--- config.mk ---
export PLATFORM = sky130hd
export DESIGN_NAME = ni_master
export DESIGN_NICKNAME = d
export VERILOG_FILES = /design/src/rtl/ni_noc_pkg.sv /design/src/rtl/ni_regs_pkg.sv /design/src/rtl/ni_master.sv /design/src/rtl/ni_flit_framer.sv /design/src/rtl/ni_send_dma.sv /design/src/rtl/ni_reg_slave.sv
export SDC_FILE = /design/constraint.sdc
export NUM_CORES = 1
export LEC_CHECK = 0
export ABC_AREA = 1
export BUFFER_PORTS_ARGS = -buffer_cell sky130_fd_sc_hd__buf_2
export CAP_MARGIN = 20
export CORE_MARGIN = 4
export CORE_UTILIZATION = 45
export DETAILED_ROUTE_END_ITERATION = 7
export PLACE_DENSITY = 0.71
export REMOVE_ABC_BUFFERS = 1
export SETUP_SLACK_MARGIN = 0.3
export SLEW_MARGIN = 20
export SYNTH_ARGS = -nofsm -noshare
export SYNTH_HDL_FRONTEND = slang
export SYNTH_SLANG_ARGS = --single-unit
--- constraint.sdc ---
create_clock -name clk -period 4.8 [get_ports clk]
set_clock_uncertainty 0.05 [all_clocks]
set_input_delay 0.96 -clock clk [delete_from_list [all_inputs] [get_ports clk]]
set_output_delay 0.96 -clock clk [all_outputs]
set_load 0.01 [all_outputs]
--- src/rtl/ni_noc_pkg.sv ---
// network side types for the DMA network interface
// flit layout, endpoint address, packet class and payload words
// header payload field positions

`default_nettype none

package ni_noc_pkg;

    localparam int FPAY = 32;   // flit payload width

    typedef logic [FPAY-1:0] payload_t;   // also one memory data word
    typedef logic [7:0]      e_addr_t;
    typedef logic [1:0]      class_t;
    typedef logic [31:0]     mem_addr_t;  // byte address on the read master

    // one link flit, a body flit has both flags clear
    typedef struct packed {
        logic     hdr;
        logic     tail;
        payload_t pay;
    } flit_t;

    // header payload fields, remaining bits zero
    localparam int HDR_DEST_LSB  = 0;
    localparam int HDR_SRC_LSB   = 8;
    localparam int HDR_CLASS_LSB = 16;

endpackage

`default_nettype wire
--- src/rtl/ni_regs_pkg.sv ---
// software side definitions of the network interface
// register map, status and control bit positions
// send descriptor and sticky error flags

`default_nettype none

package ni_regs_pkg;

    typedef logic [3:0] reg_addr_t;

    localparam reg_addr_t STATUS_ADDR = 4'd0;   // read only
    localparam reg_addr_t CTRL_ADDR   = 4'd1;
    localparam reg_addr_t SIZE_ADDR   = 4'd3;
    localparam reg_addr_t START_ADDR  = 4'd4;
    localparam reg_addr_t DEST_ADDR   = 4'd5;
    localparam reg_addr_t SEND_ADDR   = 4'd6;   // any write starts a send

    // fields of the DEST register
    localparam int DEST_FIELD_LSB  = 0;
    localparam int CLASS_FIELD_LSB = 16;

    typedef logic [9:0] pck_size_t;   // packet size in words
    localparam pck_size_t MAX_PCK_WORDS = 10'd1023;

    localparam int BUSY_BIT        = 0;
    localparam int DONE_ISR_BIT    = 1;
    localparam int DONE_INT_EN_BIT = 2;
    localparam int SIZE_ERR_BIT    = 3;
    localparam int ILLEGAL_REQ_BIT = 4;
    localparam int CLR_ERR_BIT     = 3;   // CTRL write, clears both errors

    typedef struct packed {
        ni_noc_pkg::mem_addr_t start;
        pck_size_t             size;
        ni_noc_pkg::e_addr_t   dest;
        ni_noc_pkg::class_t    cls;
    } send_desc_t;

    typedef struct packed {
        logic ill_req;
        logic size_err;
    } err_t;

endpackage

`default_nettype wire

--- src/rtl/ni_master.sv ---
// DMA network interface master, top level
// register slave, send DMA engine and flit framer

`timescale 1ns/100ps
`default_nettype none

module ni_master #(
    parameter int B = 4   // link buffer depth in flits
) (
    input  logic                   clk,
    input  logic                   reset,
    input  ni_noc_pkg::e_addr_t    current_e_addr_i,
    input  ni_regs_pkg::reg_addr_t s_addr_i,
    input  ni_noc_pkg::payload_t   s_dat_i,
    input  logic                   s_stb_i,
    input  logic                   s_we_i,
    output ni_noc_pkg::payload_t   s_dat_o,
    output logic                   s_ack_o,
    output ni_noc_pkg::mem_addr_t  m_addr_o,
    output logic                   m_stb_o,
    input  ni_noc_pkg::payload_t   m_dat_i,
    input  logic                   m_ack_i,
    output ni_noc_pkg::flit_t      flit_o,
    output logic                   flit_wr_o,
    input  logic                   credit_i,
    output logic                   irq_o
);
    import ni_regs_pkg::*;

    send_desc_t send_desc;
    logic       send_start;
    logic       busy;
    logic       send_done;
    logic       hdr_wr;
    logic       body_wr;
    logic       last_word;
    logic       link_full;

    ni_reg_slave u_reg_slave (
        .clk          (clk),
        .reset        (reset),
        .s_addr_i     (s_addr_i),
        .s_dat_i      (s_dat_i),
        .s_stb_i      (s_stb_i),
        .s_we_i       (s_we_i),
        .s_dat_o      (s_dat_o),
        .s_ack_o      (s_ack_o),
        .busy_i       (busy),
        .send_done_i  (send_done),
        .send_desc_o  (send_desc),
        .send_start_o (send_start),
        .irq_o        (irq_o)
    );

    ni_send_dma u_send_dma (
        .clk          (clk),
        .reset        (reset),
        .send_desc_i  (send_desc),
        .send_start_i (send_start),
        .busy_o       (busy),
        .send_done_o  (send_done),
        .link_full_i  (link_full),
        .m_addr_o     (m_addr_o),
        .m_stb_o      (m_stb_o),
        .m_ack_i      (m_ack_i),
        .hdr_wr_o     (hdr_wr),
        .body_wr_o    (body_wr),
        .last_word_o  (last_word)
    );

    // memory data goes straight into the body flit
    ni_flit_framer #(
        .B (B)
    ) u_flit_framer (
        .clk              (clk),
        .reset            (reset),
        .current_e_addr_i (current_e_addr_i),
        .dest_i           (send_desc.dest),
        .class_i          (send_desc.cls),
        .dat_i            (m_dat_i),
        .hdr_wr_i         (hdr_wr),
        .body_wr_i        (body_wr),
        .last_word_i      (last_word),
        .credit_i         (credit_i),
        .flit_o           (flit_o),
        .flit_wr_o        (flit_wr_o),
        .link_full_o      (link_full)
    );

endmodule

`default_nettype wire

--- src/rtl/ni_flit_framer.sv ---
// flit framer for the output link
// header, body and tail flit assembly
// outstanding flit counter against the receiver buffer depth

`timescale 1ns/100ps
`default_nettype none

module ni_flit_framer #(
    parameter int B = 4   // receiver buffer depth in flits
) (
    input  logic                 clk,
    input  logic                 reset,
    input  ni_noc_pkg::e_addr_t  current_e_addr_i,
    input  ni_noc_pkg::e_addr_t  dest_i,
    input  ni_noc_pkg::class_t   class_i,
    input  ni_noc_pkg::payload_t dat_i,
    input  logic                 hdr_wr_i,
    input  logic                 body_wr_i,
    input  logic                 last_word_i,
    input  logic                 credit_i,
    output ni_noc_pkg::flit_t    flit_o,
    output logic                 flit_wr_o,
    output logic                 link_full_o
);
    import ni_noc_pkg::*;

    localparam int CNT_W = $clog2(B + 1);

    logic [CNT_W-1:0] out_cnt;   // flits not yet credited back
    payload_t         hdr_pay;

    always_comb begin
        hdr_pay = '0;
        hdr_pay[HDR_DEST_LSB +: $bits(e_addr_t)]  = dest_i;
        hdr_pay[HDR_SRC_LSB +: $bits(e_addr_t)]   = current_e_addr_i;
        hdr_pay[HDR_CLASS_LSB +: $bits(class_t)]  = class_i;
    end

    assign flit_o.hdr  = hdr_wr_i;
    assign flit_o.tail = body_wr_i & last_word_i;
    assign flit_o.pay  = hdr_wr_i ? hdr_pay : dat_i;
    assign flit_wr_o   = hdr_wr_i | body_wr_i;
    assign link_full_o = (out_cnt == CNT_W'(B));   // credits exhausted

    always_ff @(posedge clk or posedge reset) begin
        if (reset) begin
            out_cnt <= '0;
        end else if (flit_wr_o && !credit_i) begin
            out_cnt <= out_cnt + CNT_W'(1);
        end else if (!flit_wr_o && credit_i) begin
            out_cnt <= out_cnt - CNT_W'(1);
        end
    end

endmodule

`default_nettype wire

--- src/rtl/ni_send_dma.sv ---
// send DMA engine
// idle, header and body FSM with a single outstanding memory read
// address pointer and words-left counter

`timescale 1ns/100ps
`default_nettype none

module ni_send_dma (
    input  logic                    clk,
    input  logic                    reset,
    input  ni_regs_pkg::send_desc_t send_desc_i,
    input  logic                    send_start_i,
    output logic                    busy_o,
    output logic                    send_done_o,
    input  logic                    link_full_i,
    output ni_noc_pkg::mem_addr_t   m_addr_o,
    output logic                    m_stb_o,
    input  logic                    m_ack_i,
    output logic                    hdr_wr_o,
    output logic                    body_wr_o,
    output logic                    last_word_o
);
    import ni_noc_pkg::*;
    import ni_regs_pkg::*;

    typedef enum logic [1:0] {
        S_IDLE,
        S_HDR,
        S_BODY
    } state_t;

    state_t    state_q;
    state_t    state_d;
    mem_addr_t addr_q;       // next word to fetch
    pck_size_t words_left;
    logic      word_ack;

    assign busy_o   = (state_q != S_IDLE);
    assign hdr_wr_o = (state_q == S_HDR) & ~link_full_i;

    // no writes happen while a read waits, so credit only grows
    // and the strobe cannot drop before the ack
    assign m_stb_o     = (state_q == S_BODY) & ~link_full_i;
    assign m_addr_o    = addr_q;
    assign word_ack    = m_stb_o & m_ack_i;
    assign body_wr_o   = word_ack;   // flit leaves with the memory data
    assign last_word_o = (state_q == S_BODY) && (words_left == pck_size_t'(1));
    assign send_done_o = word_ack & last_word_o;

    always_comb begin
        state_d = state_q;
        case (state_q)
            S_IDLE: begin
                if (send_start_i) begin
                    state_d = S_HDR;
                end
            end
            S_HDR: begin
                if (hdr_wr_o) begin
                    state_d = S_BODY;
                end
            end
            S_BODY: begin
                if (send_done_o) begin
                    state_d = S_IDLE;
                end
            end
            default: state_d = S_IDLE;
        endcase
    end

    always_ff @(posedge clk or posedge reset) begin
        if (reset) begin
            state_q <= S_IDLE;
        end else begin
            state_q <= state_d;
        end
    end

    // datapath counters
    always_ff @(posedge clk) begin
        if (send_start_i && state_q == S_IDLE) begin
            addr_q     <= send_desc_i.start;
            words_left <= send_desc_i.size;
        end else if (word_ack) begin
            addr_q     <= addr_q + mem_addr_t'(4);   // one 32-bit word
            words_left <= words_left - pck_size_t'(1);
        end
    end

endmodule

`default_nettype wire

--- src/rtl/ni_reg_slave.sv ---
// register slave of the DMA network interface
// descriptor storage, start request qualification
// done interrupt and sticky error flags

`timescale 1ns/100ps
`default_nettype none

module ni_reg_slave (
    input  logic                    clk,
    input  logic                    reset,
    input  ni_regs_pkg::reg_addr_t  s_addr_i,
    input  ni_noc_pkg::payload_t    s_dat_i,
    input  logic                    s_stb_i,
    input  logic                    s_we_i,
    output ni_noc_pkg::payload_t    s_dat_o,
    output logic                    s_ack_o,
    input  logic                    busy_i,
    input  logic                    send_done_i,
    output ni_regs_pkg::send_desc_t send_desc_o,
    output logic                    send_start_o,
    output logic                    irq_o
);
    import ni_noc_pkg::*;
    import ni_regs_pkg::*;

    logic wr_en;
    logic send_req;
    logic size_ok;
    logic done_isr;
    logic done_int_en;
    err_t err;

    assign wr_en        = s_stb_i & s_we_i & s_ack_o;   // write lands on the ack cycle
    assign send_req     = wr_en & (s_addr_i == SEND_ADDR);
    assign size_ok      = (send_desc_o.size != '0);   // upper limit set by the field width
    assign send_start_o = send_req & ~busy_i & size_ok;

    always_ff @(posedge clk or posedge reset) begin
        if (reset) begin
            s_ack_o <= 1'b0;
        end else begin
            s_ack_o <= s_stb_i & ~s_ack_o;   // single cycle ack
        end
    end

    // descriptor is frozen while a send runs
    always_ff @(posedge clk or posedge reset) begin
        if (reset) begin
            send_desc_o <= '0;
        end else if (wr_en && !busy_i) begin
            case (s_addr_i)
                SIZE_ADDR:  send_desc_o.size  <= s_dat_i[$bits(pck_size_t)-1:0];
                START_ADDR: send_desc_o.start <= mem_addr_t'(s_dat_i);
                DEST_ADDR: begin
                    send_desc_o.dest <= s_dat_i[DEST_FIELD_LSB +: $bits(e_addr_t)];
                    send_desc_o.cls  <= s_dat_i[CLASS_FIELD_LSB +: $bits(class_t)];
                end
                default: ;
            endcase
        end
    end

    always_ff @(posedge clk or posedge reset) begin
        if (reset) begin
            done_isr    <= 1'b0;
            done_int_en <= 1'b0;
            err         <= '0;
            irq_o       <= 1'b0;
        end else begin
            irq_o <= done_isr & done_int_en;
            if (wr_en && s_addr_i == CTRL_ADDR) begin
                done_int_en <= s_dat_i[DONE_INT_EN_BIT];
                if (s_dat_i[DONE_ISR_BIT]) begin
                    done_isr <= 1'b0;   // write one to clear
                end
                if (s_dat_i[CLR_ERR_BIT]) begin
                    err <= '0;
                end
            end
            if (send_req && busy_i) begin
                err.ill_req <= 1'b1;
            end
            if (send_req && !busy_i && !size_ok) begin
                err.size_err <= 1'b1;
            end
            // a new done beats a clear in the same cycle
            if (send_done_i) begin
                done_isr <= 1'b1;
            end
        end
    end

    always_comb begin
        s_dat_o = '0;   // unmapped reads as zero
        case (s_addr_i)
            STATUS_ADDR: begin
                s_dat_o[BUSY_BIT]        = busy_i;
                s_dat_o[DONE_ISR_BIT]    = done_isr;
                s_dat_o[DONE_INT_EN_BIT] = done_int_en;
                s_dat_o[SIZE_ERR_BIT]    = err.size_err;
                s_dat_o[ILLEGAL_REQ_BIT] = err.ill_req;
            end
            CTRL_ADDR: begin
                s_dat_o[DONE_ISR_BIT]    = done_isr;
                s_dat_o[DONE_INT_EN_BIT] = done_int_en;
            end
            SIZE_ADDR:  s_dat_o[$bits(pck_size_t)-1:0] = send_desc_o.size;
            START_ADDR: s_dat_o = payload_t'(send_desc_o.start);
            DEST_ADDR: begin
                s_dat_o[DEST_FIELD_LSB +: $bits(e_addr_t)] = send_desc_o.dest;
                s_dat_o[CLASS_FIELD_LSB +: $bits(class_t)] = send_desc_o.cls;
            end
            default: ;
        endcase
    end

endmodule

`default_nettype wire

# Word level (Yosys, flattened, before mapping)
# Cells that the tools add are included.
[op_classes] addsub=4 mux=26 n_eq_ne=12 n_reduce_logical=33 bitwise=15
[op_table] op="2-to-1 mux 32 bit" n=3
[op_table] op="adder 32 x 3 -> 32 bit, second input constant" n=1
[op_table] op="2-to-1 mux 10 bit" n=2
[op_table] op="nonzero test 2 bit" n=9
[op_table] op="one-hot mux 2 bit (4 select lines)" n=2
[op_table] op="2-to-1 mux 14 bit" n=1
[op_table] op="== test 4 x 3 -> 1 bit, second input constant" n=3
[op_table] op="AND reduction 2 bit" n=6
[op_table] op="AND 1 bit" n=11
[op_table] op="== test 10 x 1 -> 1 bit, second input constant" n=1
[op_table] op="2-to-1 mux 2 bit" n=5
[op_table] op="nonzero test 10 bit" n=1
[op_table] op="subtractor 10 x 1 -> 10 bit, second input constant" n=1
[op_table] op="logical AND 1 bit" n=9
[op_table] op="one-hot mux 3 bit (3 select lines)" n=1
[op_table] op="one-hot mux 2 bit (2 select lines)" n=2
[op_table] op="2-to-1 mux 3 bit" n=2
[op_table] op="2-to-1 mux 6 bit" n=1
[op_table] op="one-hot mux 2 bit (3 select lines)" n=1
[op_table] op="2-to-1 mux 1 bit" n=5
[op_table] op="== test 4 x 1 -> 1 bit, second input constant" n=1
[op_table] op="== test 4 x 2 -> 1 bit, second input constant" n=1
[op_table] op="logical NOT 1 bit" n=4
[op_table] op="logical NOT 4 bit" n=1
[op_table] op="13 further kinds" n=16
[totals] out_inout_bits=102 in_bits=82 ff_bits=105

# Longest topological paths before layout
# Gate-level depths: netlist (run 1).
[depth] word_depth=9 mapped_depth=14

# Modules after synthesis
# A second synthesis (run 1) with hierarchy kept.
[unflattened] cells_unflattened=899 area_unflattened_um2=6408.6
[modules_own_cells] module="ni_send_dma" cells_each=412 seq_area_each_um2=1311.3 instances=1 area_each_um2=2936.6
[modules_own_cells] module="ni_reg_slave" cells_each=373 seq_area_each_um2=1451.4 instances=1 area_each_um2=2904.0
[modules_own_cells] module="ni_flit_framer" cells_each=114 seq_area_each_um2=75.1 instances=1 area_each_um2=568.0

# Worst setup path after synthesis (run 1)
# Ideal clock, no wire load.
[synth_timing] kind="input to register" startpoint="in s_addr_i[2]" endpoint="reg u_send_dma.addr_q[10], in the netlist u_send_dma.m_addr_o[10] (enable)" n_path_buf=2 cell_stages=8 setup_slack_ps=1798 arrival_ps=2554 cell_sequence="inv_1 -> nor2_2 -> nand3_1 -> nor2_2 -> nand2_2 -> buf_6 -> buf_6 -> nand2_1"
[synth_between] elab_chain_len=6
[synth_lines] element="start, declared" line="ni_master.sv:13" rtl="input ni_regs_pkg::reg_addr_t s_addr_i,"
[synth_lines] element="== test 4 x 3 -> 1 bit" line="ni_reg_slave.sv:34" rtl="assign send_req = wr_en & (s_addr_i == SEND_ADDR);"
[synth_lines] element="AND 1 bit" line="ni_reg_slave.sv:34"
[synth_lines] element="AND 1 bit (2 in series)" line="ni_reg_slave.sv:36" rtl="assign send_start_o = send_req & ~busy_i & size_ok;"
[synth_lines] element="logical AND 1 bit" line="ni_send_dma.sv:82" rtl="if (send_start_i && state_q == S_IDLE) begin"
[synth_lines] element="nonzero test 2 bit (no source line)"
[synth_lines] element="end signal, assigned" line="ni_send_dma.sv:83" rtl="addr_q <= send_desc_i.start;"
[synth_lines] element="end signal, assigned" line="ni_send_dma.sv:86" rtl="addr_q <= addr_q + mem_addr_t'(4);"
[synth_lines] element="end, declared" line="ni_send_dma.sv:34" rtl="mem_addr_t addr_q;"
# No other way between the ends.
# A chain may end at the register's enable or synchronous reset.

# Worst setup path after layout (run 1)
[layout_timing] startpoint="in s_addr_i[3]" endpoint="out s_dat_o[2]"
[layout_between] elab_chain_len=3 word_cells_on_any_way=7
[layout_lines] element="== test 4 x 1 -> 1 bit or logical NOT 4 bit (tied branches)" line="ni_reg_slave.sv:95" rtl="case (s_addr_i)"
[layout_lines] element="OR reduction 2 bit (no source line)"
[layout_lines] element="one-hot mux 2 bit (4 select lines) *" line="ni_reg_slave.sv:95"
[layout_lines] element="end, declared" line="ni_master.sv:17" rtl="output ni_noc_pkg::payload_t s_dat_o,"
# Every way passes the cells marked *; elsewhere a longest branch is shown, timed or not.

==> qor.json, run 1 <==
{
  "grt_usage": 0.209,
  "static-leakage-power_nw": 3.92,
  "postCtsHoldBufs": 0,
  "placedCellCount": 1163,
  "critPathTopFamily": "buffers and inverters",
  "placementRows": 42,
  "run_status": "finished, final reports clean",
  "cp-start-kind": "primary input",
  "wirelength_um": 16100,
  "instances_no_fill": 1179,
  "number_of_buffers_added_by_the_clock_tree_synthesis_step": 9,
  "vias_per_cell": 4.77,
  "total_number_of_cells_along_the_worst_setup_path": 8,
  "cts-resized-gates": 0,
  "detailedRoute.firstIterationViolations": 367,
  "effective_utilization_at_floorplan": 0.461,
  "hold_violations": 0,
  "ws_path_type": "in -> out",
  "postLayoutCoreUtil": 0.553,
  "drc_errors": 0,
  "clk_pin_slew_worst_paths_ps": 70,
  "layout_worst_path_cycle_share": 0.754,
  "finalMaxSlewViolations": 0,
  "maximum_number_of_pins_on_one_net_before_global_route_repair": 65,
  "ir_worst_vdd_mv": 0.180,
  "syn_to_final_growth_pct": 20.0,
  "ys_seq_elements": 105,
  "synth-warning-count": 0,
  "final_hpwl_dp_um": 12200,
  "max-clock-path-buffers": 2,
  "core-area_um2": 13200,
  "worst_slew_pin_slew_ps": 650,
  "timing.hold.worst.class": "reg -> reg",
  "synthesis.area_per_instance_um2": 7.36,
  "gp_routability_congestion": 0.906,
  "critical_path.most_common_cell": "sky130_fd_sc_hd__buf_2",
  "setup.worst_path.end_class": "output pin",
  "place.port_buffers": 183,
  "synth.cell_area_um2": 6100,
  "worst_reg_to_reg_path_cell_count": 11,
  "report.final.setup_viol": 0,
  "routed_wire_length_per_instance_um": 13.7,
  "finalNetCount": 1085,
  "tritoncts": "done",
  "final.setup.worst_slack_ps": 1180,
  "min_path_cells": 1,
  "die_width_um": 124,
  "finalWorstPathRequiredPeriod_ps": 3620,
  "cp.arrival_ps": 2610,
  "crit_path_top_delay_cell": "sky130_fd_sc_hd__nand3_1",
  "synth_seq_area_share": 0.465,
  "via_count_of_the_first_global_routing_pass": 5344,
  "clock-sinks": 105,
  "number_of_antenna_violations_at_the_first_check_in_global_routing": 0,
  "total_of_fill_cells_in_the_finished_design": 1336,
  "top_level_ports": 184,
  "cpPeakStageDelay_ps": 490,
  "diodes": 0,
  "cap_viol_max_count": 0,
  "crit_path_cell_trace": "buf_2 > nor2_2 > nand3_1 > buf_4 > inv_2 > nand2_1 > o2111ai_1 > buf_2",
  "critPathRequiredTime_ps": 3790,
  "vias": 5628,
  "post_route_cells_drive_above_1_share": 0.228,
  "post_synth_inst_count": 829,
  "power.density_cell_area_nw_per_um2": 289,
  "post_dp_cell_area_um2": 7070,
  "post_cts_buffers": 0,
  "globalRouteOverflowTotal": 0,
  "fin_tns_setup_ps": 0,
  "dieHeight_um": 124,
  "dieArea_um2": 15500,
  "max_clock_freq_mhz": 276,
  "layout.cell_area.non_filler_um2": 7330,
  "slew_headroom": 0.565,
  "synth.lib_cells_used.distinct": 32,
  "master_cell_of_the_clock_root_buffer": "sky130_fd_sc_hd__clkbuf_16",
  "htreeDepth": 3,
  "drt_pass1_iterations": 5,
  "worst-path-max-fanout": 18,
  "clock_insertion_delay_worst_skew_ps": 350,
  "grt_pass1_wl_um": 26700,
  "worst_setup_slack_after_placement_ps": 1170,
  "detail-route-antenna-nets": 0,
  "path_buf_inv": 4,
  "grt_setup_unrepaired": "false"
}
cells in the final DEF (no fill, tap or decap), types with 2 or more instances in the layout:
cell and n:
sky130_fd_sc_hd__nor2_1 117, sky130_fd_sc_hd__clkinv_2 2, sky130_fd_sc_hd__xnor2_1 9, sky130_fd_sc_hd__edfxtp_1 42
sky130_fd_sc_hd__o221ai_1 3, sky130_fd_sc_hd__nor3_2 3, sky130_fd_sc_hd__buf_4 4, sky130_fd_sc_hd__nor2_4 3
sky130_fd_sc_hd__nand3_1 24, sky130_fd_sc_hd__a21oi_1 24, sky130_fd_sc_hd__inv_2 9, sky130_fd_sc_hd__clkbuf_16 9
sky130_fd_sc_hd__o22ai_1 5, sky130_fd_sc_hd__o21ai_1 9, sky130_fd_sc_hd__o2111ai_1 2, sky130_fd_sc_hd__nand4_1 3
sky130_fd_sc_hd__nand2_2 4, sky130_fd_sc_hd__nor3_1 2, sky130_fd_sc_hd__buf_2 183, sky130_fd_sc_hd__o21ai_2 4
sky130_fd_sc_hd__nand2_1 292, sky130_fd_sc_hd__xor2_1 15, sky130_fd_sc_hd__dfrtp_1 63, sky130_fd_sc_hd__ha_1 4
sky130_fd_sc_hd__inv_1 106, sky130_fd_sc_hd__o21ai_0 49, sky130_fd_sc_hd__clkbuf_1 4, sky130_fd_sc_hd__nor2_2 4
through the flow:
step	hold WS, ps	power [mW]
4_1_cts	406	2.14
3_5_place_dp	386	1.47
5_1_grt	428	2.23
2_1_floorplan	398	1.33
3_3_place_gp	398	1.47
6_report	408	2.12
cell usage after synthesis (all sizes together):
cell type  number  area [µm²]
a21oi          24         120
buf            25         188
clkbuf          4        16.3
dfrtp          63        1580
edfxtp         42        1260
fa              1        20.0
ha              4        50.1
inv           115         432
mux2            1        11.3
nand2         297        1130
nand3          25         130
nand4           3        18.8
nor2          124         498
nor3            5        40.0
o2111ai         2        17.5
o21ai          62         325
o221ai          3        26.3
o22ai           5        31.3
xnor2           9        78.8
xor2           15         131
routing by layer:
| metal | up-vias | global-route usage | share of wire |
|---|---|---|---|
| li1 | 2906 | - | - |
| met1 | 2537 | 0.303 | 0.48 |
| met2 | 163 | 0.327 | 0.45 |
| met3 | 22 | 0.0227 | 0.051 |
| met4 | 0 | 0.0754 | 0.022 |
| met5 | - | 0 | 0 |
power breakdown:
part           internal, mW  switching (mW)
Clock                 0.352           0.314
Sequential             1.03          0.0743
Combinational         0.140           0.209
cell families after synthesis:
| group | Yosys count | share of synthesized area |
|---|---|---|
| compound gates | 96 | 0.0853 |
| xor+xnor | 24 | 0.0344 |
| fa+ha+maj | 5 | 0.0115 |
| buf+inv | 144 | 0.104 |
| flops | 105 | 0.465 |
| mux | 1 | 0.00184 |
| simple gates | 454 | 0.298 |
worst paths after layout:
check                                         endpoint             startpoint  slack (ps)
min                                u_reg_slave.s_ack_o    u_reg_slave.s_ack_o         410
min in group asynchronous  u_reg_slave.send_desc_o[31]                  reset         640
max in group asynchronous  u_reg_slave.send_desc_o[28]                  reset        3180
max                                         s_dat_o[2]            s_addr_i[3]        1180
max reg2reg                   u_flit_framer.out_cnt[2]  u_send_dma.state_q[1]        1940
min reg2reg                        u_reg_slave.s_ack_o    u_reg_slave.s_ack_o         410
flip-flops by register name, summed over array words and instances, names as in the netlist:
register,flops
u_flit_framer.out_cnt,3
u_reg_slave.irq_o,1
u_reg_slave.send_desc_o,52
u_send_dma.words_left,10
u_reg_slave.done_isr,1
u_reg_slave.done_int_en,1
u_send_dma.state_q,2
u_reg_slave.err,2
u_send_dma.m_addr_o,32
u_reg_slave.s_ack_o,1
layout make-up:
type	count	area (µm²)	share of cell area
flip-flops and latches	105	2840	0.387
multi-input cells	580	2630	0.359
repair buffers	187	946	0.129
inverters	115	432	0.0589
clock buffers	13	240	0.0328
well taps	176	220	0.0301
clock inverters	3	18.8	0.00256
(Power assumes the default switching activity.)
==> inputs of run 2 (changes only) <==
==> constraint.sdc (replaced) <==
create_clock -name clk -period 3.4 [get_ports clk]
set_clock_uncertainty 0.05 [all_clocks]
set_input_delay 0.68 -clock clk [delete_from_list [all_inputs] [get_ports clk]]
set_output_delay 0.68 -clock clk [all_outputs]
set_load 0.01 [all_outputs]
==> run 2 against run 1 <==
Routed wire length rose by 3.0%. Utilization rose by 0.81 points. Non-clock buffer count rose by 2. Largest power group unchanged. Setup slack got worse by 380 ps. Total power rose by 54%. Flip-flop and latch count did not move.
==> qor.json, run 2 (synthesized netlist as in run 1, its figures left out) <==
{
  "vias_per_cell": {"value": 4.79, "change": "+0.40%"},
  "postCtsHoldBufs": {"value": 0, "change": "unchanged"},
  "number_of_antenna_violations_at_the_first_check_in_global_routing": {"value": 0, "change": "unchanged"},
  "report.final.setup_viol": {"value": 0, "change": "unchanged"},
  "cts-resized-gates": {"value": 0, "change": "unchanged"},
  "clk_pin_slew_worst_paths": {"value": 70, "unit": "ps", "change": "about the same"},
  "clock-sinks": {"value": 105, "change": "unchanged"},
  "final_common_cell": "sky130_fd_sc_hd__nand2_1",
  "via_count_of_the_first_global_routing_pass": {"value": 5337, "change": "-0.13%"},
  "detailedRoute.firstIterationViolations": {"value": 438, "change": "+19%"},
  "maximum_number_of_pins_on_one_net_before_global_route_repair": {"value": 65, "change": "unchanged"},
  "htreeDepth": {"value": 3, "change": "unchanged"},
  "finalNetCount": {"value": 1087, "change": "+0.18%"},
  "detail-route-antenna-nets": {"value": 0, "change": "unchanged"},
  "layout.cell_area.non_filler": {"value": 7430, "unit": "µm²", "change": "+1.5%"},
  "slew_headroom": {"value": 0.467, "change": "-0.0983"},
  "static-leakage-power": {"value": 3.98, "unit": "nW", "change": "+1.4%"},
  "top_level_ports": {"value": 184, "change": "unchanged"},
  "grt_usage": {"value": 0.214, "change": "+0.00463"},
  "power_frac_clock": {"value": 0.367, "change": "+0.053"},
  "p_switching": {"value": 0.868, "unit": "mW", "change": "+46%"},
  "power.density_cell_area": {"value": 438, "unit": "nW/µm²", "change": "+51%"},
  "routed_wire_length_per_instance": {"value": 14.0, "unit": "µm", "change": "+2.8%"},
  "diodes": {"value": 0, "change": "unchanged"},
  "dieArea": {"value": 15500, "unit": "µm²", "change": "unchanged"},
  "swShare": {"value": 0.267, "change": "-0.0147"},
  "timing.hold.worst.class": "in -> async",
  "wirelength": {"value": 16600, "unit": "µm", "change": "+3.0%"},
  "drc_errors": {"value": 0, "change": "unchanged"},
  "vias": {"value": 5660, "change": "+0.57%"},
  "cell_internal_power": {"value": 2.39, "unit": "mW", "change": "+57%"},
  "number_of_buffers_added_by_the_clock_tree_synthesis_step": {"value": 9, "change": "unchanged"},
  "finalWorstPathRequiredPeriod_ps": 2600,
  "max_clock_freq_mhz": 385,
  "cp.arrival": {"value": 1870, "unit": "ps", "change": "-740 ps"},
  "run_status": "finished, final reports clean",
  "ir_worst_vdd": {"value": 0.260, "unit": "mV", "change": "+44%"},
  "tritoncts": "done",
  "cp-start-kind": "register",
  "gp_routability_congestion": {"value": 0.895, "change": "-1.2%"},
  "largest_register_ff_count": {"value": 52, "change": "unchanged"},
  "placementRows": {"value": 42, "change": "unchanged"},
  "clock_insertion_delay_worst_skew": {"value": 360, "unit": "ps", "change": "about the same"},
  "worst_slew_pin_slew": {"value": 797, "unit": "ps", "change": "+147 ps"},
  "place.port_buffers": {"value": 183, "change": "unchanged"},
  "hold_violations": {"value": 0, "change": "unchanged"},
  "grt_pass1_wl": {"value": 27100, "unit": "µm", "change": "+1.7%"},
  "globalRouteOverflowTotal": {"value": 0, "change": "unchanged"},
  "seqCellArea": {"value": 2840, "unit": "µm²", "change": "unchanged"},
  "combinational_share_of_power": {"value": 0.153, "change": "-0.011"},
  "worst-path-max-fanout": {"value": 29, "change": "+11"},
  "total_of_fill_cells_in_the_finished_design": {"value": 1353, "change": "+1.3%"},
  "multi_input_comb_area": {"value": 2630, "unit": "µm²", "change": "unchanged"},
  "dieHeight": {"value": 124, "unit": "µm", "change": "unchanged"},
  "layout_worst_path_cycle_share": 0.764,
  "final_hpwl_dp": {"value": 12400, "unit": "µm", "change": "+1.7%"},
  "post_route_cells_drive_above_1_share": {"value": 0.233, "change": "+0.00452"},
  "finalMaxSlewViolations": {"value": 0, "change": "unchanged"},
  "cap_viol_max_count": {"value": 0, "change": "unchanged"},
  "die_width": {"value": 124, "unit": "µm", "change": "unchanged"},
  "master_cell_of_the_clock_root_buffer": "sky130_fd_sc_hd__clkbuf_16",
  "share_seq_of_total_power": {"value": 0.479, "change": "-0.042"},
  "critPathRequiredTime": {"value": 2670, "unit": "ps", "change": "-1120 ps"},
  "effective_utilization_at_floorplan": {"value": 0.461, "change": "unchanged"},
  "layout.cells.most_common_list": "sky130_fd_sc_hd__nand2_1 (292), sky130_fd_sc_hd__buf_2 (183), sky130_fd_sc_hd__nor2_1 (117)",
  "fin_tns_setup": {"value": 0, "unit": "ps", "change": "unchanged"},
  "post_cts_buffers": {"value": 0, "change": "unchanged"},
  "ws_path_type": "reg -> out",
  "core-area": {"value": 13200, "unit": "µm²", "change": "unchanged"},
  "max-clock-path-buffers": {"value": 2, "change": "unchanged"},
  "post_dp_cell_area": {"value": 7080, "unit": "µm²", "change": "+0.21%"},
  "grt_setup_unrepaired": "false",
  "syn_to_final_growth_pct": 21.8,
  "largest_register": "u_reg_slave.send_desc_o",
  "setup.worst_path.end_class": "output pin",
  "drt_pass1_iterations": {"value": 5, "change": "unchanged"}
}
run 2: cell count changes in the layout (fill, tap and decap cells not counted), sizes merged:
| cell | previous run | this run |
|---|---|---|
| bufinv | 0 | 2 |
| inv | 115 | 114 |
| clkinv | 3 | 2 |
| buf | 187 | 189 |
run 2: path summary, 6_finish.rpt:
path | start | endpoint | slack (ps) | cells after the start
worst max-delay path | u_flit_framer.out_cnt[0] | flit_o[1] | 800 | 6
worst min-delay path | reset | u_reg_slave.send_desc_o[43] | 390 | 2
worst max register to register | u_flit_framer.out_cnt[0] | u_flit_framer.out_cnt[1] | 920 | 8
worst min register to register | u_reg_slave.s_ack_o | u_reg_slave.s_ack_o | 410 | 1
max in group asynchronous | reset | u_reg_slave.send_desc_o[9] | 2230 | 3
min in group clk | u_reg_slave.s_ack_o | u_reg_slave.s_ack_o | 410 | 1
run 2: per-stage QoR:
| step | hold slack, ps | setup WS [ps] | instances | power [mW] | utilization |
|---|---|---|---|---|---|
| after CTS | 404 | 768 | 1181 | 3.28 | 0.561 |
| after global placement | 400 | 888 | 1165 | 2.07 | 0.535 |
| after global routing | 426 | 644 | 1181 | 3.41 | 0.561 |
| after detailed placement | 384 | 835 | 1165 | 2.08 | 0.535 |
| final | 394 | 802 | 1181 | 3.25 | 0.561 |
| after floorplan | 398 | 381 | 800 | 1.88 | - |
run 2: routing by layer:
metal / vias to the layer above / track usage / part of all wire
li1: 2904 / - / -
met1: 2545 / 0.302 / 0.47
met2: 183 / 0.335 / 0.45
met3: 28 / 0.0472 / 0.056
met4: 0 / 0.0574 / 0.020
met5: - / 0 / 0
run 2: worst max-delay path: stages (launching register included):
cell,delay (ps)
sky130_fd_sc_hd__dfrtp_1,430
sky130_fd_sc_hd__nor3_2,320
sky130_fd_sc_hd__nor2_4,50
sky130_fd_sc_hd__inv_2,370
sky130_fd_sc_hd__nand2_1,90
sky130_fd_sc_hd__o21ai_0,90
sky130_fd_sc_hd__buf_2,160
run 2: area by class of cell:
| type | instances | area share |
|---|---|---|
| Sequential cell | 105 | 0.382 |
| Multi-Input combinational cell | 580 | 0.354 |
| Timing Repair Buffer | 189 | 0.129 |
| Inverter | 115 | 0.0582 |
| Clock buffer | 13 | 0.0379 |
| Tap cell | 176 | 0.0296 |
| Clock inverter | 3 | 0.00926 |
run 2: power by group through the flow:
stage	registers (mW)	clock network, mW	logic (mW)
6_report	1.56	1.20	0.499
5_1_grt	1.57	1.27	0.571
4_1_cts	1.56	1.22	0.506
3_5_place_dp	1.58	0	0.502
3_3_place_gp	1.58	0	0.488
2_1_floorplan	1.57	0	0.310
==> inputs of run 3 (changes only) <==
==> constraint.sdc (replaced) <==
create_clock -name clk -period 2.68 [get_ports clk]
set_clock_uncertainty 0.05 [all_clocks]
set_input_delay 0.536 -clock clk [delete_from_list [all_inputs] [get_ports clk]]
set_output_delay 0.536 -clock clk [all_outputs]
set_load 0.01 [all_outputs]
==> run 3 against run 2 <==
Largest cell class unchanged. Combinational power up 30%. Highest routed layer unchanged. Non-clock buffer count up 7. Sequential power up 27%.
==> qor.json, run 3 (synthesized netlist as in run 1, its figures left out) <==
{
  "run_status": "finished, final reports clean",
  "layout.cells.most_common_list": "sky130_fd_sc_hd__nand2_1 (292), sky130_fd_sc_hd__buf_2 (183), sky130_fd_sc_hd__nor2_1 (117)",
  "largest_register_ff_count": {"value": 52, "change": "unchanged"},
  "fin_tns_setup": {"value": 0, "unit": "ps", "change": "unchanged"},
  "drt_pass1_iterations": {"value": 5, "change": "unchanged"},
  "swShare": {"value": 0.279, "change": "+0.0118"},
  "max-clock-path-buffers": {"value": 2, "change": "unchanged"},
  "diodes": {"value": 0, "change": "unchanged"},
  "layout_worst_path_cycle_share": 0.851,
  "placementRows": {"value": 42, "change": "unchanged"},
  "timing.hold.worst.class": "in -> async",
  "slew_headroom": {"value": 0.555, "change": "+0.0879"},
  "r2r_setup_slack": {"value": 560, "unit": "ps", "change": "-360 ps"},
  "worst_reg_to_reg_path_cell_count": {"value": 8, "change": "unchanged"},
  "top_level_ports": {"value": 184, "change": "unchanged"},
  "hold_violations": {"value": 0, "change": "unchanged"},
  "cp.arrival": {"value": 1700, "unit": "ps", "change": "-170 ps"},
  "globalRouteOverflowTotal": {"value": 0, "change": "unchanged"},
  "fin_worst_hold_slack": {"value": 177, "unit": "ps", "change": "-216 ps"},
  "master_cell_of_the_clock_root_buffer": "sky130_fd_sc_hd__clkbuf_16",
  "vias_per_cell": {"value": 4.78, "change": "-0.31%"},
  "vias": {"value": 5676, "change": "+0.28%"},
  "core-area": {"value": 13200, "unit": "µm²", "change": "unchanged"},
  "number_of_buffers_added_by_the_clock_tree_synthesis_step": {"value": 9, "change": "unchanged"},
  "clock-sinks": {"value": 105, "change": "unchanged"},
  "critPathRequiredTime": {"value": 2090, "unit": "ps", "change": "-580 ps"},
  "r2r_start": "u_flit_framer.out_cnt[0]",
  "dieHeight": {"value": 124, "unit": "µm", "change": "unchanged"},
  "htreeDepth": {"value": 3, "change": "unchanged"},
  "post_route_cells_drive_above_1_share": {"value": 0.239, "change": "+0.00629"},
  "effective_utilization_at_floorplan": {"value": 0.461, "change": "unchanged"},
  "cell_internal_power": {"value": 2.96, "unit": "mW", "change": "+24%"},
  "die_width": {"value": 124, "unit": "µm", "change": "unchanged"},
  "routed_wire_length_per_instance": {"value": 13.8, "unit": "µm", "change": "-2.0%"},
  "clock_insertion_delay_worst_skew": {"value": 360, "unit": "ps", "change": "about the same"},
  "static-leakage-power": {"value": 4.01, "unit": "nW", "change": "+0.99%"},
  "p_switching": {"value": 1.14, "unit": "mW", "change": "+32%"},
  "postLayoutCoreUtil": {"value": 0.568, "change": "+0.00652"},
  "share_seq_of_total_power": {"value": 0.484, "change": "+0.005"},
  "finalMaxSlewViolations": {"value": 0, "change": "unchanged"},
  "clk_pin_slew_worst_paths": {"value": 80, "unit": "ps", "change": "about the same"},
  "ws_path_type": "reg -> out",
  "cap_viol_max_count": {"value": 0, "change": "unchanged"},
  "detailedRoute.firstIterationViolations": {"value": 435, "change": "-0.68%"},
  "combinational_share_of_power": {"value": 0.158, "change": "+0.005"},
  "grt_usage": {"value": 0.210, "change": "-0.00411"},
  "tritoncts": "done",
  "final_common_cell": "sky130_fd_sc_hd__nand2_1",
  "max_clock_freq_mhz": 438,
  "worstReg2RegEnd": "u_flit_framer.out_cnt[1]",
  "detail-route-antenna-nets": {"value": 0, "change": "unchanged"},
  "ir_worst_vdd": {"value": 0.408, "unit": "mV", "change": "+57%"},
  "seqCellArea": {"value": 2840, "unit": "µm²", "change": "unchanged"},
  "power_frac_clock": {"value": 0.358, "change": "-0.009"},
  "final_hpwl_dp": {"value": 12600, "unit": "µm", "change": "+1.4%"},
  "cp-start-kind": "register",
  "drc_errors": {"value": 0, "change": "unchanged"},
  "gp_routability_congestion": {"value": 0.917, "change": "+2.5%"},
  "multi_input_comb_area": {"value": 2640, "unit": "µm²", "change": "+0.24%"},
  "syn_to_final_growth_pct": 23.2,
  "wirelength": {"value": 16300, "unit": "µm", "change": "-1.4%"},
  "report.final.setup_viol": {"value": 0, "change": "unchanged"},
  "maximum_number_of_pins_on_one_net_before_global_route_repair": {"value": 41, "change": "-37%"},
  "dieArea": {"value": 15500, "unit": "µm²", "change": "unchanged"},
  "via_count_of_the_first_global_routing_pass": {"value": 5347, "change": "+0.19%"},
  "place.port_buffers": {"value": 183, "change": "unchanged"},
  "power.density_cell_area": {"value": 545, "unit": "nW/µm²", "change": "+24%"},
  "grt_pass1_wl": {"value": 26700, "unit": "µm", "change": "-1.8%"},
  "worst-path-max-fanout": {"value": 3, "change": "-90%"},
  "number_of_antenna_violations_at_the_first_check_in_global_routing": {"value": 0, "change": "unchanged"},
  "setup.worst_path.end_class": "output pin",
  "total_of_fill_cells_in_the_finished_design": {"value": 1302, "change": "-3.8%"},
  "worst_slew_pin_slew": {"value": 666, "unit": "ps", "change": "-132 ps"},
  "finalNetCount": {"value": 1094, "change": "+0.64%"},
  "finalWorstPathRequiredPeriod_ps": 2280,
  "largest_register": "u_reg_slave.send_desc_o",
  "grt_setup_unrepaired": "false"
}
-- run 3: changes by cell type in the layout (fill, tap and decap cells not counted) --
cell                         previous run  this run
sky130_fd_sc_hd__clkbuf_1               1         0
sky130_fd_sc_hd__buf_12                 0         4
sky130_fd_sc_hd__clkbuf_16             10         9
sky130_fd_sc_hd__clkinvlp_4             0         1
sky130_fd_sc_hd__buf_4                  6         9
sky130_fd_sc_hd__inv_2                  8         9
sky130_fd_sc_hd__nor3_4                 0         1
sky130_fd_sc_hd__nor3_2                 3         2
sky130_fd_sc_hd__inv_6                  0         1
sky130_fd_sc_hd__clkbuf_8               2         1
-- run 3: stage by stage --
stage | worst slack [ps] | std cells | total power [mW] | cell area [µm²]
after floorplan | -195 | 800 | 2.38 | 5900
final | 398 | 1188 | 4.10 | 7520
after detailed placement | 454 | 1172 | 2.65 | 7170
after CTS | 309 | 1188 | 4.12 | 7510
after global placement | 467 | 1172 | 2.63 | 7170
after global routing | 304 | 1188 | 4.29 | 7520
-- run 3: final cells by class --
type / count / area share
Sequential cell: 105 / 0.377
Multi-Input combinational cell: 580 / 0.351
Timing Repair Buffer: 196 / 0.141
Inverter: 115 / 0.0574
Clock buffer: 10 / 0.0318
Tap cell: 176 / 0.0293
Clock inverter: 6 / 0.0120
-- run 3: critical path, cell delays in order (launching register included) --
cell	delay, ps
sky130_fd_sc_hd__edfxtp_1	430
sky130_fd_sc_hd__nor2_1	190
sky130_fd_sc_hd__nand2_1	100
sky130_fd_sc_hd__nor2_1	250
sky130_fd_sc_hd__nand3_1	140
sky130_fd_sc_hd__inv_1	90
sky130_fd_sc_hd__buf_2	140
-- run 3: worst max path at each step --
stage | start | cells past startpoint | endpoint | slack, ps
2_1_floorplan | s_addr_i[2] | 6 | u_send_dma.m_addr_o[10] | -200
5_1_grt | u_send_dma.state_q[1] | 7 | flit_o[1] | 300
4_1_cts | u_flit_framer.out_cnt[1] | 7 | flit_o[3] | 310
3_5_place_dp | s_addr_i[1] | 8 | s_dat_o[3] | 450
3_3_place_gp | s_addr_i[1] | 8 | s_dat_o[3] | 470
6_report | u_send_dma.words_left[5] | 6 | flit_o[32] | 400
-- run 3: routing by layer --
metal / part of all wire / GRT usage / up-vias / wire, µm
li1: - / - / 2927 / -
met1: 0.46 / 0.287 / 2554 / 7520
met4: 0.024 / 0.0703 / 0 / 385
met3: 0.057 / 0.0395 / 28 / 939
met2: 0.46 / 0.336 / 167 / 7500
met5: 0 / 0 / - / 0
-- run 3: power groups by stage --
stage / Combinational [mW] / Clock, mW / Sequential (mW)
floorplan: 0.393 / 0 / 1.99
global route: 0.736 / 1.54 / 2.01
global placement: 0.627 / 0 / 2.00
CTS: 0.658 / 1.48 / 1.98
finish: 0.649 / 1.47 / 1.98
detailed placement: 0.643 / 0 / 2.01
-- run 3: repair_timing --
item,CTS,global route
pin swaps,0,1
setup buffers,0,0
hold buffers,0,0
resized for setup,1,3
setup endpoints to repair,13,18
